### config.mk
export PLATFORM = sky130hd
export DESIGN_NAME = icache_top
export DESIGN_NICKNAME = d
export VERILOG_FILES = /design/src/common/icache_pkg.sv /design/src/hw/icache_top.sv /design/src/hw/icache/icache_cfg_regs.sv /design/src/hw/icache/icache_refill_ctrl.sv /design/src/hw/icache/icache_array.sv /design/src/hw/boot_rom.sv
export SDC_FILE = /design/constraint.sdc
export NUM_CORES = 2
export LEC_CHECK = 0
export BUFFER_PORTS_ARGS = -buffer_cell sky130_fd_sc_hd__buf_2
export CORE_ASPECT_RATIO = 0.75
export CORE_MARGIN = 1.5
export CORE_UTILIZATION = 62
export CTS_CLUSTER_DIAMETER = 30
export DETAILED_ROUTE_END_ITERATION = 16
export HOLD_SLACK_MARGIN = 0.03
export MAX_ROUTING_LAYER = met4
export PLACE_DENSITY = 0.79
export SYNTH_ARGS = -nofsm -noshare
export SYNTH_HDL_FRONTEND = slang
export SYNTH_MEMORY_MAX_BITS = 65536
export SYNTH_SLANG_ARGS = --single-unit
export TNS_END_PERCENT = 50
### constraint.sdc
create_clock -name clk -period 18.6 [get_ports clk]
set_input_delay 3.72 -clock clk [delete_from_list [all_inputs] [get_ports clk]]
set_output_delay 3.72 -clock clk [all_outputs]
set_load 0.02 [all_outputs]
### src/common/icache_pkg.sv
// Instruction cache shared definitions
// Word and line layout, fault codes, bus request and fetch response types
// and the register map of the cache configuration block

package icache_pkg;

	// ========================================
	// Word and line layout
	// ========================================
	localparam int WORD_W = 32;
	localparam int BEATS = 4;
	// Word offset bits inside a line
	localparam int OFF_W = $clog2(BEATS);

	// Beat 0 sits in the low word
	typedef logic [BEATS-1:0][WORD_W-1:0] line_t;

	// Boot ROM window, counted in lines
	localparam int ROM_LINES = 16;
	localparam int ROM_AW = $clog2(ROM_LINES);

	// ========================================
	// Fault codes
	// ========================================
	typedef logic [1:0] fault_t;

	localparam fault_t FLT_NONE = 2'd0;
	localparam fault_t FLT_BUS = 2'd1;

	// Filler for lines whose refill saw a bus error
	localparam logic [WORD_W-1:0] NOP_WORD = 32'h0000_0013;

	// ========================================
	// Bus and fetch types
	// ========================================
	// Cycle type tags
	localparam logic [2:0] CTI_INC = 3'b001;
	localparam logic [2:0] CTI_END = 3'b111;

	typedef struct packed {
		logic cyc;
		logic stb;
		logic [2:0] cti;
		logic [WORD_W-1:0] adr;
	} bus_req_t;

	typedef struct packed {
		logic rdy;
		logic [WORD_W-1:0] word;
		fault_t fault;
	} fetch_rsp_t;

	// Config register map
	localparam int CNT_W = 16;
	localparam logic [1:0] CFG_CTRL = 2'd0;
	localparam logic [1:0] CFG_FILLS = 2'd1;
	localparam logic [1:0] CFG_FAULTS = 2'd2;

endpackage
### src/hw/icache_top.sv
// Instruction cache refill subsystem top level
// Connects the L1 array, refill controller, config registers and boot ROM

`timescale 1ns/10ps

module icache_top import icache_pkg::*; #(
	parameter int ADDR_W = 32,
	parameter int LINES = 16,
	parameter logic [ADDR_W-1:0] ROM_BASE = 'h0000_1000
) (
	input logic clk,
	input logic rst_i,
	input logic [ADDR_W-1:0] fetch_addr_i,
	output fetch_rsp_t fetch_rsp_o,
	input logic inv_i,
	input logic [ADDR_W-1:0] inv_addr_i,
	output bus_req_t bus_o,
	input logic ack_i,
	input logic err_i,
	input logic [WORD_W-1:0] dat_i,
	input logic cfg_we_i,
	input logic [1:0] cfg_addr_i,
	input logic [WORD_W-1:0] cfg_wdata_i,
	output logic [WORD_W-1:0] cfg_rdata_o
);

	localparam int LINE_W = ADDR_W - OFF_W;

	// Array side
	logic hit;
	logic [LINE_W-1:0] miss_addr;
	logic wr;
	logic [LINE_W-1:0] wr_addr;
	line_t wr_line;
	fault_t wr_fault;
	logic inv;
	logic [LINE_W-1:0] inv_line_addr;

	// ROM side
	logic rom_rd;
	logic [ROM_AW-1:0] rom_addr;
	line_t rom_line;

	// Register block side
	logic burst_en;
	logic fill_done;
	logic fault;

	icache_array #(
		.ADDR_W(ADDR_W),
		.LINES(LINES)
	) u_array (
		.clk(clk),
		.rst_i(rst_i),
		.fetch_addr_i(fetch_addr_i),
		.fetch_rsp_o(fetch_rsp_o),
		.hit_o(hit),
		.miss_addr_o(miss_addr),
		.wr_i(wr),
		.wr_addr_i(wr_addr),
		.wr_line_i(wr_line),
		.wr_fault_i(wr_fault),
		.inv_i(inv),
		.inv_line_addr_i(inv_line_addr)
	);

	icache_refill_ctrl #(
		.ADDR_W(ADDR_W),
		.ROM_BASE(ROM_BASE)
	) u_ctrl (
		.clk(clk),
		.rst_i(rst_i),
		.hit_i(hit),
		.miss_addr_i(miss_addr),
		.inv_i(inv_i),
		.inv_addr_i(inv_addr_i),
		.burst_en_i(burst_en),
		.wr_o(wr),
		.wr_addr_o(wr_addr),
		.wr_line_o(wr_line),
		.wr_fault_o(wr_fault),
		.inv_o(inv),
		.inv_line_addr_o(inv_line_addr),
		.rom_rd_o(rom_rd),
		.rom_addr_o(rom_addr),
		.rom_line_i(rom_line),
		.bus_o(bus_o),
		.ack_i(ack_i),
		.err_i(err_i),
		.dat_i(dat_i),
		.fill_done_o(fill_done),
		.fault_o(fault)
	);

	icache_cfg_regs u_regs (
		.clk(clk),
		.rst_i(rst_i),
		.cfg_we_i(cfg_we_i),
		.cfg_addr_i(cfg_addr_i),
		.cfg_wdata_i(cfg_wdata_i),
		.cfg_rdata_o(cfg_rdata_o),
		.burst_en_o(burst_en),
		.fill_done_i(fill_done),
		.fault_i(fault)
	);

	boot_rom u_rom (
		.clk(clk),
		.rd_i(rom_rd),
		.addr_i(rom_addr),
		.line_o(rom_line)
	);

endmodule

### src/hw/icache/icache_cfg_regs.sv
// Instruction cache configuration registers
// Burst enable control bit plus saturating line-fill and fault counters

`timescale 1ns/10ps

module icache_cfg_regs import icache_pkg::*; (
	input logic clk,
	input logic rst_i,
	input logic cfg_we_i,
	input logic [1:0] cfg_addr_i,
	input logic [WORD_W-1:0] cfg_wdata_i,
	output logic [WORD_W-1:0] cfg_rdata_o,
	output logic burst_en_o,
	input logic fill_done_i,
	input logic fault_i
);

	logic [CNT_W-1:0] fills_q;
	logic [CNT_W-1:0] faults_q;

	// Count up, stick at all ones
	function automatic logic [CNT_W-1:0] sat_inc(input logic [CNT_W-1:0] cnt);
		return (cnt == '1) ? cnt : cnt + 1'b1;
	endfunction

	always_ff @(posedge clk) begin
		if (rst_i) begin
			burst_en_o <= 1'b1;
			fills_q <= '0;
			faults_q <= '0;
		end else begin
			if (cfg_we_i && cfg_addr_i == CFG_CTRL)
				burst_en_o <= cfg_wdata_i[0];
			// Any write clears a counter
			if (cfg_we_i && cfg_addr_i == CFG_FILLS)
				fills_q <= '0;
			else if (fill_done_i)
				fills_q <= sat_inc(fills_q);
			if (cfg_we_i && cfg_addr_i == CFG_FAULTS)
				faults_q <= '0;
			else if (fault_i)
				faults_q <= sat_inc(faults_q);
		end
	end

	always_comb begin
		case (cfg_addr_i)
		CFG_CTRL: cfg_rdata_o = WORD_W'(burst_en_o);
		CFG_FILLS: cfg_rdata_o = WORD_W'(fills_q);
		CFG_FAULTS: cfg_rdata_o = WORD_W'(faults_q);
		default: cfg_rdata_o = '0;
		endcase
	end

endmodule

### src/hw/icache/icache_refill_ctrl.sv
// Instruction cache refill controller
// Serves misses from the boot ROM or by a four-beat bus read, fills faulted
// lines with NOPs, and applies queued single-line invalidates when idle

`timescale 1ns/10ps

module icache_refill_ctrl import icache_pkg::*; #(
	parameter int ADDR_W = 32,
	parameter logic [ADDR_W-1:0] ROM_BASE = 'h0000_1000
) (
	input logic clk,
	input logic rst_i,
	input logic hit_i,
	input logic [ADDR_W-OFF_W-1:0] miss_addr_i,
	input logic inv_i,
	input logic [ADDR_W-1:0] inv_addr_i,
	input logic burst_en_i,
	output logic wr_o,
	output logic [ADDR_W-OFF_W-1:0] wr_addr_o,
	output line_t wr_line_o,
	output fault_t wr_fault_o,
	output logic inv_o,
	output logic [ADDR_W-OFF_W-1:0] inv_line_addr_o,
	output logic rom_rd_o,
	output logic [ROM_AW-1:0] rom_addr_o,
	input line_t rom_line_i,
	output bus_req_t bus_o,
	input logic ack_i,
	input logic err_i,
	input logic [WORD_W-1:0] dat_i,
	output logic fill_done_o,
	output logic fault_o
);

	localparam int LINE_W = ADDR_W - OFF_W;
	localparam logic [LINE_W-1:0] ROM_LINE_BASE = ROM_BASE[ADDR_W-1:OFF_W];

	typedef enum logic [2:0] {
		S_IDLE,
		S_ROM,
		S_BEAT,
		S_GAP,
		S_WRITE
	} state_t;

	state_t state_q;

	// Line being assembled and where it goes
	line_t line_q;
	fault_t fault_q;
	logic [LINE_W-1:0] fill_adr_q;
	logic [OFF_W-1:0] beat_q;

	// Pending invalidate
	logic inv_pend_q;
	logic [LINE_W-1:0] inv_adr_q;

	// ROM window check on the missing line
	logic [LINE_W-1:0] rom_off;
	logic in_rom;
	logic start_fill;

	assign rom_off = miss_addr_i - ROM_LINE_BASE;
	assign in_rom = rom_off < LINE_W'(ROM_LINES);

	// An invalidate always goes before a new miss
	assign inv_o = (state_q == S_IDLE) && inv_pend_q;
	assign inv_line_addr_o = inv_adr_q;
	assign start_fill = (state_q == S_IDLE) && !inv_pend_q && !hit_i;

	assign rom_rd_o = start_fill && in_rom;
	assign rom_addr_o = rom_off[ROM_AW-1:0];

	assign wr_o = (state_q == S_WRITE);
	assign wr_addr_o = fill_adr_q;
	assign wr_line_o = line_q;
	assign wr_fault_o = fault_q;

	// Invalidate capture, a new request overrides the one being applied
	always_ff @(posedge clk) begin
		if (rst_i) begin
			inv_pend_q <= 1'b0;
		end else if (inv_i) begin
			inv_pend_q <= 1'b1;
		end else if (inv_o) begin
			inv_pend_q <= 1'b0;
		end
	end

	always_ff @(posedge clk) begin
		if (inv_i)
			inv_adr_q <= inv_addr_i[ADDR_W-1:OFF_W];
	end

	// ========================================
	// Refill state machine
	// ========================================
	always_ff @(posedge clk) begin
		if (rst_i) begin
			state_q <= S_IDLE;
			bus_o <= '0;
		end else begin
			case (state_q)
			S_IDLE: begin
				if (start_fill) begin
					fill_adr_q <= miss_addr_i;
					fault_q <= FLT_NONE;
					beat_q <= '0;
					if (in_rom) begin
						state_q <= S_ROM;
					end else begin
						bus_o.cyc <= 1'b1;
						bus_o.stb <= 1'b1;
						bus_o.cti <= CTI_INC;
						bus_o.adr <= WORD_W'({miss_addr_i, {OFF_W{1'b0}}});
						state_q <= S_BEAT;
					end
				end
			end
			// ROM answers one cycle after the read strobe
			S_ROM: begin
				line_q <= rom_line_i;
				state_q <= S_WRITE;
			end
			S_BEAT: begin
				if (err_i) begin
					// Whole line becomes NOPs, the fetch sees the fault code
					bus_o <= '0;
					line_q <= {BEATS{NOP_WORD}};
					fault_q <= FLT_BUS;
					state_q <= S_WRITE;
				end else if (ack_i) begin
					line_q[beat_q] <= dat_i;
					if (beat_q == OFF_W'(BEATS-1)) begin
						bus_o <= '0;
						state_q <= S_WRITE;
					end else begin
						beat_q <= beat_q + 1'b1;
						bus_o.adr <= bus_o.adr + 1'b1;
						// Tag the final beat
						bus_o.cti <= (beat_q == OFF_W'(BEATS-2)) ? CTI_END : CTI_INC;
						if (!burst_en_i) begin
							bus_o.stb <= 1'b0;
							state_q <= S_GAP;
						end
					end
				end
			end
			// Strobe low for one cycle between beats
			S_GAP: begin
				bus_o.stb <= 1'b1;
				state_q <= S_BEAT;
			end
			S_WRITE: begin
				state_q <= S_IDLE;
			end
			default: begin
				state_q <= S_IDLE;
			end
			endcase
		end
	end

	// Fill and fault pulses, one cycle after the array write
	always_ff @(posedge clk) begin
		if (rst_i) begin
			fill_done_o <= 1'b0;
			fault_o <= 1'b0;
		end else begin
			fill_done_o <= wr_o;
			fault_o <= wr_o && (fault_q == FLT_BUS);
		end
	end

endmodule

### src/hw/icache/icache_array.sv
// Direct-mapped L1 instruction array
// Holds valid, tag, fault code and line data per entry, looks up the
// registered fetch address and takes line writes and single-line invalidates

`timescale 1ns/10ps

module icache_array import icache_pkg::*; #(
	parameter int ADDR_W = 32,
	parameter int LINES = 16
) (
	input logic clk,
	input logic rst_i,
	input logic [ADDR_W-1:0] fetch_addr_i,
	output fetch_rsp_t fetch_rsp_o,
	output logic hit_o,
	output logic [ADDR_W-OFF_W-1:0] miss_addr_o,
	input logic wr_i,
	input logic [ADDR_W-OFF_W-1:0] wr_addr_i,
	input line_t wr_line_i,
	input fault_t wr_fault_i,
	input logic inv_i,
	input logic [ADDR_W-OFF_W-1:0] inv_line_addr_i
);

	localparam int LINE_W = ADDR_W - OFF_W;
	localparam int IDX_W = $clog2(LINES);
	localparam int TAG_W = LINE_W - IDX_W;

	logic [LINES-1:0] valid_q;
	logic [TAG_W-1:0] tag_mem [LINES];
	fault_t fault_mem [LINES];
	line_t data_mem [LINES];

	// Registered fetch address, split into tag, index and word offset
	logic [ADDR_W-1:0] addr_q;
	logic [LINE_W-1:0] line_addr;
	logic [IDX_W-1:0] idx;
	logic [TAG_W-1:0] tag;
	logic [OFF_W-1:0] off;

	always_ff @(posedge clk) begin
		if (rst_i) begin
			addr_q <= '0;
		end else begin
			addr_q <= fetch_addr_i;
		end
	end

	assign line_addr = addr_q[ADDR_W-1:OFF_W];
	assign idx = line_addr[IDX_W-1:0];
	assign tag = line_addr[LINE_W-1:IDX_W];
	assign off = addr_q[OFF_W-1:0];

	// Valid bits, all lines invalid after reset
	always_ff @(posedge clk) begin
		if (rst_i) begin
			valid_q <= '0;
		end else begin
			if (wr_i)
				valid_q[wr_addr_i[IDX_W-1:0]] <= 1'b1;
			if (inv_i)
				valid_q[inv_line_addr_i[IDX_W-1:0]] <= 1'b0;
		end
	end

	// Tag, fault and data storage
	always_ff @(posedge clk) begin
		if (wr_i) begin
			tag_mem[wr_addr_i[IDX_W-1:0]] <= wr_addr_i[LINE_W-1:IDX_W];
			fault_mem[wr_addr_i[IDX_W-1:0]] <= wr_fault_i;
			data_mem[wr_addr_i[IDX_W-1:0]] <= wr_line_i;
		end
	end

	// Lookup, a write shows up here on the cycle after it
	assign hit_o = valid_q[idx] && (tag_mem[idx] == tag);
	assign miss_addr_o = line_addr;

	assign fetch_rsp_o.rdy = hit_o;
	assign fetch_rsp_o.word = data_mem[idx][off];
	assign fetch_rsp_o.fault = fault_mem[idx];

endmodule

### src/hw/boot_rom.sv
// Boot ROM, one full cache line per read
// Word n of the ROM holds 32'h1300_0000 plus n, registered output

`timescale 1ns/10ps

module boot_rom import icache_pkg::*; (
	input logic clk,
	input logic rd_i,
	input logic [ROM_AW-1:0] addr_i,
	output line_t line_o
);

	// Highest word first, so beat 0 lands in the low bits
	always_ff @(posedge clk) begin
		if (rd_i) begin
			case (addr_i)
			4'h0: line_o <= {32'h1300_0003, 32'h1300_0002, 32'h1300_0001, 32'h1300_0000};
			4'h1: line_o <= {32'h1300_0007, 32'h1300_0006, 32'h1300_0005, 32'h1300_0004};
			4'h2: line_o <= {32'h1300_000b, 32'h1300_000a, 32'h1300_0009, 32'h1300_0008};
			4'h3: line_o <= {32'h1300_000f, 32'h1300_000e, 32'h1300_000d, 32'h1300_000c};
			4'h4: line_o <= {32'h1300_0013, 32'h1300_0012, 32'h1300_0011, 32'h1300_0010};
			4'h5: line_o <= {32'h1300_0017, 32'h1300_0016, 32'h1300_0015, 32'h1300_0014};
			4'h6: line_o <= {32'h1300_001b, 32'h1300_001a, 32'h1300_0019, 32'h1300_0018};
			4'h7: line_o <= {32'h1300_001f, 32'h1300_001e, 32'h1300_001d, 32'h1300_001c};
			4'h8: line_o <= {32'h1300_0023, 32'h1300_0022, 32'h1300_0021, 32'h1300_0020};
			4'h9: line_o <= {32'h1300_0027, 32'h1300_0026, 32'h1300_0025, 32'h1300_0024};
			4'ha: line_o <= {32'h1300_002b, 32'h1300_002a, 32'h1300_0029, 32'h1300_0028};
			4'hb: line_o <= {32'h1300_002f, 32'h1300_002e, 32'h1300_002d, 32'h1300_002c};
			4'hc: line_o <= {32'h1300_0033, 32'h1300_0032, 32'h1300_0031, 32'h1300_0030};
			4'hd: line_o <= {32'h1300_0037, 32'h1300_0036, 32'h1300_0035, 32'h1300_0034};
			4'he: line_o <= {32'h1300_003b, 32'h1300_003a, 32'h1300_0039, 32'h1300_0038};
			default: line_o <= {32'h1300_003f, 32'h1300_003e, 32'h1300_003d, 32'h1300_003c};
			endcase
		end
	end

endmodule

=== Yosys cells after proc, flatten, opt, wreduce, memory -nomap -nowiden ===
Memories as Yosys holds them, arrays and structs flattened. A register that Yosys moved wholly into a read port is not among the register bits.
Cells that the tools add are included.

* Word-level logic and storage cells: 152
* Input port bits: 136
* Memory bits (writable): 2496
* Register bits after elaboration: 418
* Memories: 4
* Bits in read-only memories: 256

* Bitwise gates (word level): 6
* Magnitude comparators: 9
* Equality and inequality tests: 21
* $add $sub $neg: 5
* Reduce and logical (&&, ||, !) cells: 32
* Mux-type cells: 50

{| class="wikitable"
|+ Memory list
! name !! words !! width !! rd ports !! clocked after memory_dff !! wr ports !! line !! source
|-
| u_array.data_mem || 16 || 128 || 1 || 1 || 1 || icache_array.sv:32 || <nowiki>line_t data_mem [LINES];</nowiki>
|-
| u_array.tag_mem || 16 || 26 || 1 || 1 || 1 || icache_array.sv:30 || <nowiki>logic [TAG_W-1:0] tag_mem [LINES];</nowiki>
|-
| (name not given) || 16 || 16 || 1 || 1 || 0 || boot_rom.sv:16 || <nowiki>case (addr_i)</nowiki>
|-
| u_array.fault_mem || 16 || 2 || 1 || 1 || 1 || icache_array.sv:31 || <nowiki>fault_t fault_mem [LINES];</nowiki>
|}

{| class="wikitable"
|+ Operators with widths
! operator !! number
|-
| two-way mux 128 bit || 2
|-
| one-hot mux 128 bit (2 select lines) || 1
|-
| two-way mux 37 bit || 4
|-
| bitwise mux 128 bit || 1
|-
| one-hot mux 35 bit (2 select lines) || 1
|-
| binary-select mux 32 bit (select 2 bit) || 1
|-
| demux 32 bit (select 2 bit) || 1
|-
| two-way mux 32 bit || 2
|-
| two-way mux 16 bit || 3
|-
| one-hot mux 16 bit (3 select lines) || 1
|-
| two-way mux 36 bit || 1
|-
| adder 16 x 1 -> 16 bit, second input constant || 2
|-
| adder 32 x 1 -> 32 bit, second input constant || 1
|-
| equality test 16 bit, second input constant || 2
|-
| less-than comparator 30 x 5 -> 1 bit, second input constant || 1
|-
| subtractor 30 x 11 -> 30 bit, second input constant || 1
|-
| equality test 26 bit || 1
|-
| two-way mux 3 bit || 6
|-
| AND 16 bit || 1
|-
| inverter 16 bit || 1
|-
| bitwise OR 16 bit || 1
|-
| less-than comparator 4 x 5 -> 1 bit, second input constant || 3
|-
| logical AND 1 bit || 12
|-
| two-way mux 2 bit || 6
|-
| 34 further kinds || 67
|}

=== Longest topological paths before layout ===
* Depth after elaboration: 9
* Gate-level depth with buffers: 16
* Depth with buffers taken out: 9

=== By module ===
A second synthesis with hierarchy kept.

* Cell total of the unflattened synthesis: 5250
* Area, all modules: 110482.2 µm²

{| class="wikitable"
|+ Modules (own cells, without submodules)
! module !! times used !! area an instance (µm²) !! cells an instance
|-
| icache_array || 1 || 96787.8 || 3864
|-
| icache_refill_ctrl || 1 || 10535.1 || 1012
|-
| icache_cfg_regs || 1 || 2100.8 || 244
|-
| boot_rom || 1 || 1058.5 || 130
|}

=== Worst setup path before layout ===
Ideal clock, no wire load.

* Kind: reg-to-reg
* Start: register u_ctrl.state_q[1]
* End: register u_array.valid_q[0]
* Slack: 5.588 ns
* Required time: 18.494 ns
* Cell stages (with the launch flop): 7
* Period minus slack after synthesis: 13.012 ns
* Path buffers: 1
* Library setup time: 0.106 ns
* Arrival time: 12.906 ns
* Cells stage by stage: dfxtp_1 > clkbuf_1 > nor2_1 > nand2_1 > or3_1 > nor3_1 > o221a_2

* Word-level cells in the longest chain between the ends: 5
* Elaborated cells on any way between the ends: 7
* Those cells by class: eq/ne: 1; mux: 3; bitwise: 1; reduce/logical: 2

{| class="wikitable"
|+ RTL lines
! item !! line !! source
|-
| from (decl) || icache_refill_ctrl.sv:46 || <nowiki>state_t state_q;</nowiki>
|-
| from (signal assigned) || icache_refill_ctrl.sv:100 || <nowiki>state_q <= S_IDLE;</nowiki>
|-
| from (signal assigned) || icache_refill_ctrl.sv:110 || <nowiki>state_q <= S_ROM;</nowiki>
|-
| from (signal assigned) || icache_refill_ctrl.sv:116 || <nowiki>state_q <= S_BEAT;</nowiki>
|-
| equality test 3 bit || icache_refill_ctrl.sv:74 || <nowiki>assign wr_o = (state_q == S_WRITE);</nowiki>
|-
| two-way mux 16 bit || icache_array.sv:59 || <nowiki>if (wr_i)</nowiki>
|-
| two-way mux 16 bit || icache_array.sv:56 || <nowiki>if (rst_i) begin</nowiki>
|-
| AND 16 bit (no line) || -- ||
|-
| two-way mux 16 bit (*) || icache_array.sv:61 || <nowiki>if (inv_i)</nowiki>
|-
| to (signal assigned) || icache_array.sv:57 || <nowiki>valid_q <= '0;</nowiki>
|-
| to (signal, indexed assignment) || icache_array.sv:60 || <nowiki>valid_q[wr_addr_i[IDX_W-1:0]] <= 1'b1;</nowiki>
|-
| to (signal, indexed assignment) || icache_array.sv:62 || <nowiki>valid_q[inv_line_addr_i[IDX_W-1:0]] <= 1'b0;</nowiki>
|-
| to (decl) || icache_array.sv:29 || <nowiki>logic [LINES-1:0] valid_q;</nowiki>
|}

Every way passes the cells marked *; elsewhere a longest branch is shown, timed or not. The select of a mux whose other input is x is not followed.
A chain may end at the register's enable or synchronous reset.

==> metrics <==
synthesized instance count slightly below 5,000; post-DP HPWL roughly 130 mm; first-pass GRT wire length approximately 410 mm; Worst setup endpoint fetch_rsp_o[21]; Post-CTS Resized 0; CP arrival approximately 6.5 ns; Final nets 5,465; CTS Buffer Depth 4; library cells used by synthesis 69; wire per inst 35.99 um; initial antenna violation count 17; Layout area overhead 15.70%; Post-synth top flop edfxtp_1; R2R cell count 10; port bufs 163; share of flip-flops with an asynchronous set or reset 0%; complex-gate fraction of the synthesized area 1.918%; Adder-Cell Fraction of Synth Area less than 1%; worst-path fanout max 68; clk slew on worst S/H paths ~0.06 ns; max incr delay on CP 0.96 ns; synthesized cell area 107,500 sq um; XOR/XNOR Fraction of Synth Area 0.4562%; status finished, final reports clean; vias in the first global route 58,340; worst path bufs/invs 4; reg-to-reg critical path endpoint u_rom.line_o[100]; number of synthesized flops with an enable pin about 2,600; commonest cells after routing, fill and taps aside 2,649 x edfxtp_1, 753 x mux4_2, 405 x clkbuf_16; Leak Pwr a little under 40 nW; power per cell area 124.7 nW/um^2; clock sinks 2,772; clock skew about 0.071 ns; Worst path depth 7; Setup Fix Bufs, Post-CTS 0; via count approximately 56,000; Top Ports 240; global placement routability congestion 0.8746; Slew Viols, Final 0; worst-skew pair later-pin latency 0.98 ns; Pre-antenna DRT Iters 6; cell row count around 130; Remaining DRCs 0; Core Util, Final 72.14%; post-synthesis simple-gate area fraction 2.423%; GRT overflow 0; Max-Cap Viols 0; core region area 172,400 sq um; Crit path required time 14.88 ns; reg-to-reg slack, setup 12.11 ns; violation count after the first detailed-route iteration 9,025; Reg2Reg Launch Point u_array.addr_q[2]; Peak Freq 97.59 MHz; register area share after synthesis 76.28%; Avg Inst Size Synth 21.79 sq um; H-tree depth 5; Total Routing Usage GR ~34%; largest net degree at the start of global routing 124; Die Wd 483.8 um; Worst setup EP type output pin; share of layout cells above drive strength 1 30.94%; Starting Density ~62%; CTS Buf Count 397; final wirelength 285.4 mm; CP Class flop to output pin; worst-margin pin slew 1.302 ns; most common cell after layout, fill and taps aside edfxtp_1; die height between 300 and 400 um; Critical Path Start u_array.addr_q[3]; #FFs+latches synth 2,772; final hold vios 0; setup TNS 0 ns; main combinational cell family by area after synthesis multiplexers; unrepaired setup endpoints after global routing no; Peak VDD IR roughly 0.15 mV; min Tclk post-route about 10 ns; Syn. warnings 0; Hold Startpoint u_ctrl.bus_o[36]; Critical Path Start Type flop; final worst-path cycle share 55.09%; CP delay by family, top buffers and inverters; die footprint 175,900 sq um; Clock Tree Root clkbuf_16; HP Class flop to flop; CTS tree done; CTS Hold Bufs 0; CP Cell Sequence buf_4 -> buf_4 -> buf_4 -> mux4_2 -> mux4_2 -> mux4_2 -> buf_2; Slew Limit Headroom 12.99%; Detail Route Antenna Nets 0; final setup fails 0; vias per inst 7.115; Worst path slowest cell dfxtp_4; mux cell area share after synthesis 17.49%
[power breakdown]
group          internal, W  switching (W)  total [W]  leakage [nW]
sequential         0.00696       0.000161    0.00712          24.9
combinational     0.000293       0.000456   0.000748          8.01
clock              0.00465        0.00299    0.00764          6.49
[cell families (layout without fill, tap and decap cells)]
kind of cell,count (synthesis),count (layout)
AO/OA/AOI/OAI,302,302
XOR/XNOR,56,56
adder cells (fa/ha/maj),8,8
buffers and inverters,311,998
flip-flops,2772,2772
multiplexers,935,935
other,1,33
AND/OR/NAND/NOR,548,548
[stage by stage]
| stage | instance area (sq um) | power (W) | hold WS (ns) | std cells | worst slack (ns) |
|---|---|---|---|---|---|
| 2_1_floorplan | 107600 | 0.007673 | 0.4237 | 4949 | 5.588 |
| 3_3_place_gp | 110900 | 0.007920 | 0.4777 | 7200 | 9.335 |
| 3_5_place_dp | 110900 | 0.007949 | 0.4798 | 7200 | 9.304 |
| 4_1_cts | 124300 | 0.01553 | 0.4881 | 7914 | 8.243 |
| 5_1_grt | 124400 | 0.01582 | 0.5206 | 7927 | 7.997 |
| 6_report | 124400 | 0.01551 | 0.5006 | 7930 | 8.353 |
[registers in the layout (all words and copies together), names as in the netlist, 2 cells and up]
name and flops:
u_array.addr_q 32, u_array.data_mem 2048, u_array.fault_mem 16, u_array.tag_mem 416
u_array.valid_q 16, u_ctrl.beat_q 2, u_ctrl.bus_o 36, u_ctrl.inv_line_addr_o 4
u_ctrl.state_q 3, u_ctrl.wr_addr_o 30, u_ctrl.wr_line_o 128, u_regs.faults_q 16
u_regs.fills_q 16, u_rom.line_o 4
[worst register-to-register path, cell delays in order, from the launching register on]
cell      delay (ns)
dfxtp_4         0.74
buf_4           0.90
buf_4           1.02
mux4_2          0.63
a22o_1          0.26
a221oi_2        0.35
xor2_1          0.35
o21ai_0         0.24
or4_4           0.59
o31ai_4         0.62
nor2_1          0.44
[worst min path at each step]
stage	endpoint	slack (ns)	depth (start not counted)
6_report	u_ctrl.bus_o[36]	0.50	2
5_1_grt	u_regs.faults_q[8]	0.52	2
4_1_cts	u_ctrl.bus_o[36]	0.49	2
3_5_place_dp	u_ctrl.bus_o[36]	0.48	2
3_3_place_gp	u_ctrl.bus_o[36]	0.48	2
2_1_floorplan	u_ctrl.wr_addr_o[1]	0.42	0
[final cells by class]
class                           count  area, sq um
Antenna cell                       16        40.04
Clock buffer                      428        10220
Clock inverter                    286         3174
Fill cell                        9178        48040
Inverter                           27        106.4
Multi-Input combinational cell   1866        24310
Sequential cell                  2772        82030
Tap cell                         2278         2850
Timing Repair Buffer              257         1649
[per-layer routing]
layer / wire length [um] / track usage [%]
met1: 100800 / 43.52
met2: 142700 / 54.20
met3: 31150 / 6.786
met4: 10690 / 12.73
met5: 0 / -
[synthesized netlist by cell type (26+ instances only)]
master | n | area (sq um)
edfxtp_1 | 2649 | 79550
buf_1 | 36 | 135.1
a22oi_1 | 35 | 262.8
nand3_1 | 40 | 200.2
nor2_1 | 214 | 803.3
a211oi_1 | 31 | 232.7
nand2_1 | 96 | 360.4
xnor2_1 | 27 | 236.5
nor2b_1 | 56 | 350.3
dfxtp_1 | 123 | 2462
o21ai_0 | 59 | 295.3
xor2_1 | 29 | 254.0
clkbuf_1 | 175 | 656.9
a21oi_1 | 58 | 290.3
mux4_2 | 753 | 16960
mux2i_1 | 163 | 1632
buf_2 | 36 | 180.2
nor3_1 | 34 | 170.2
inv_1 | 26 | 97.59
Note: power is estimated with default switching activity, not from simulation.
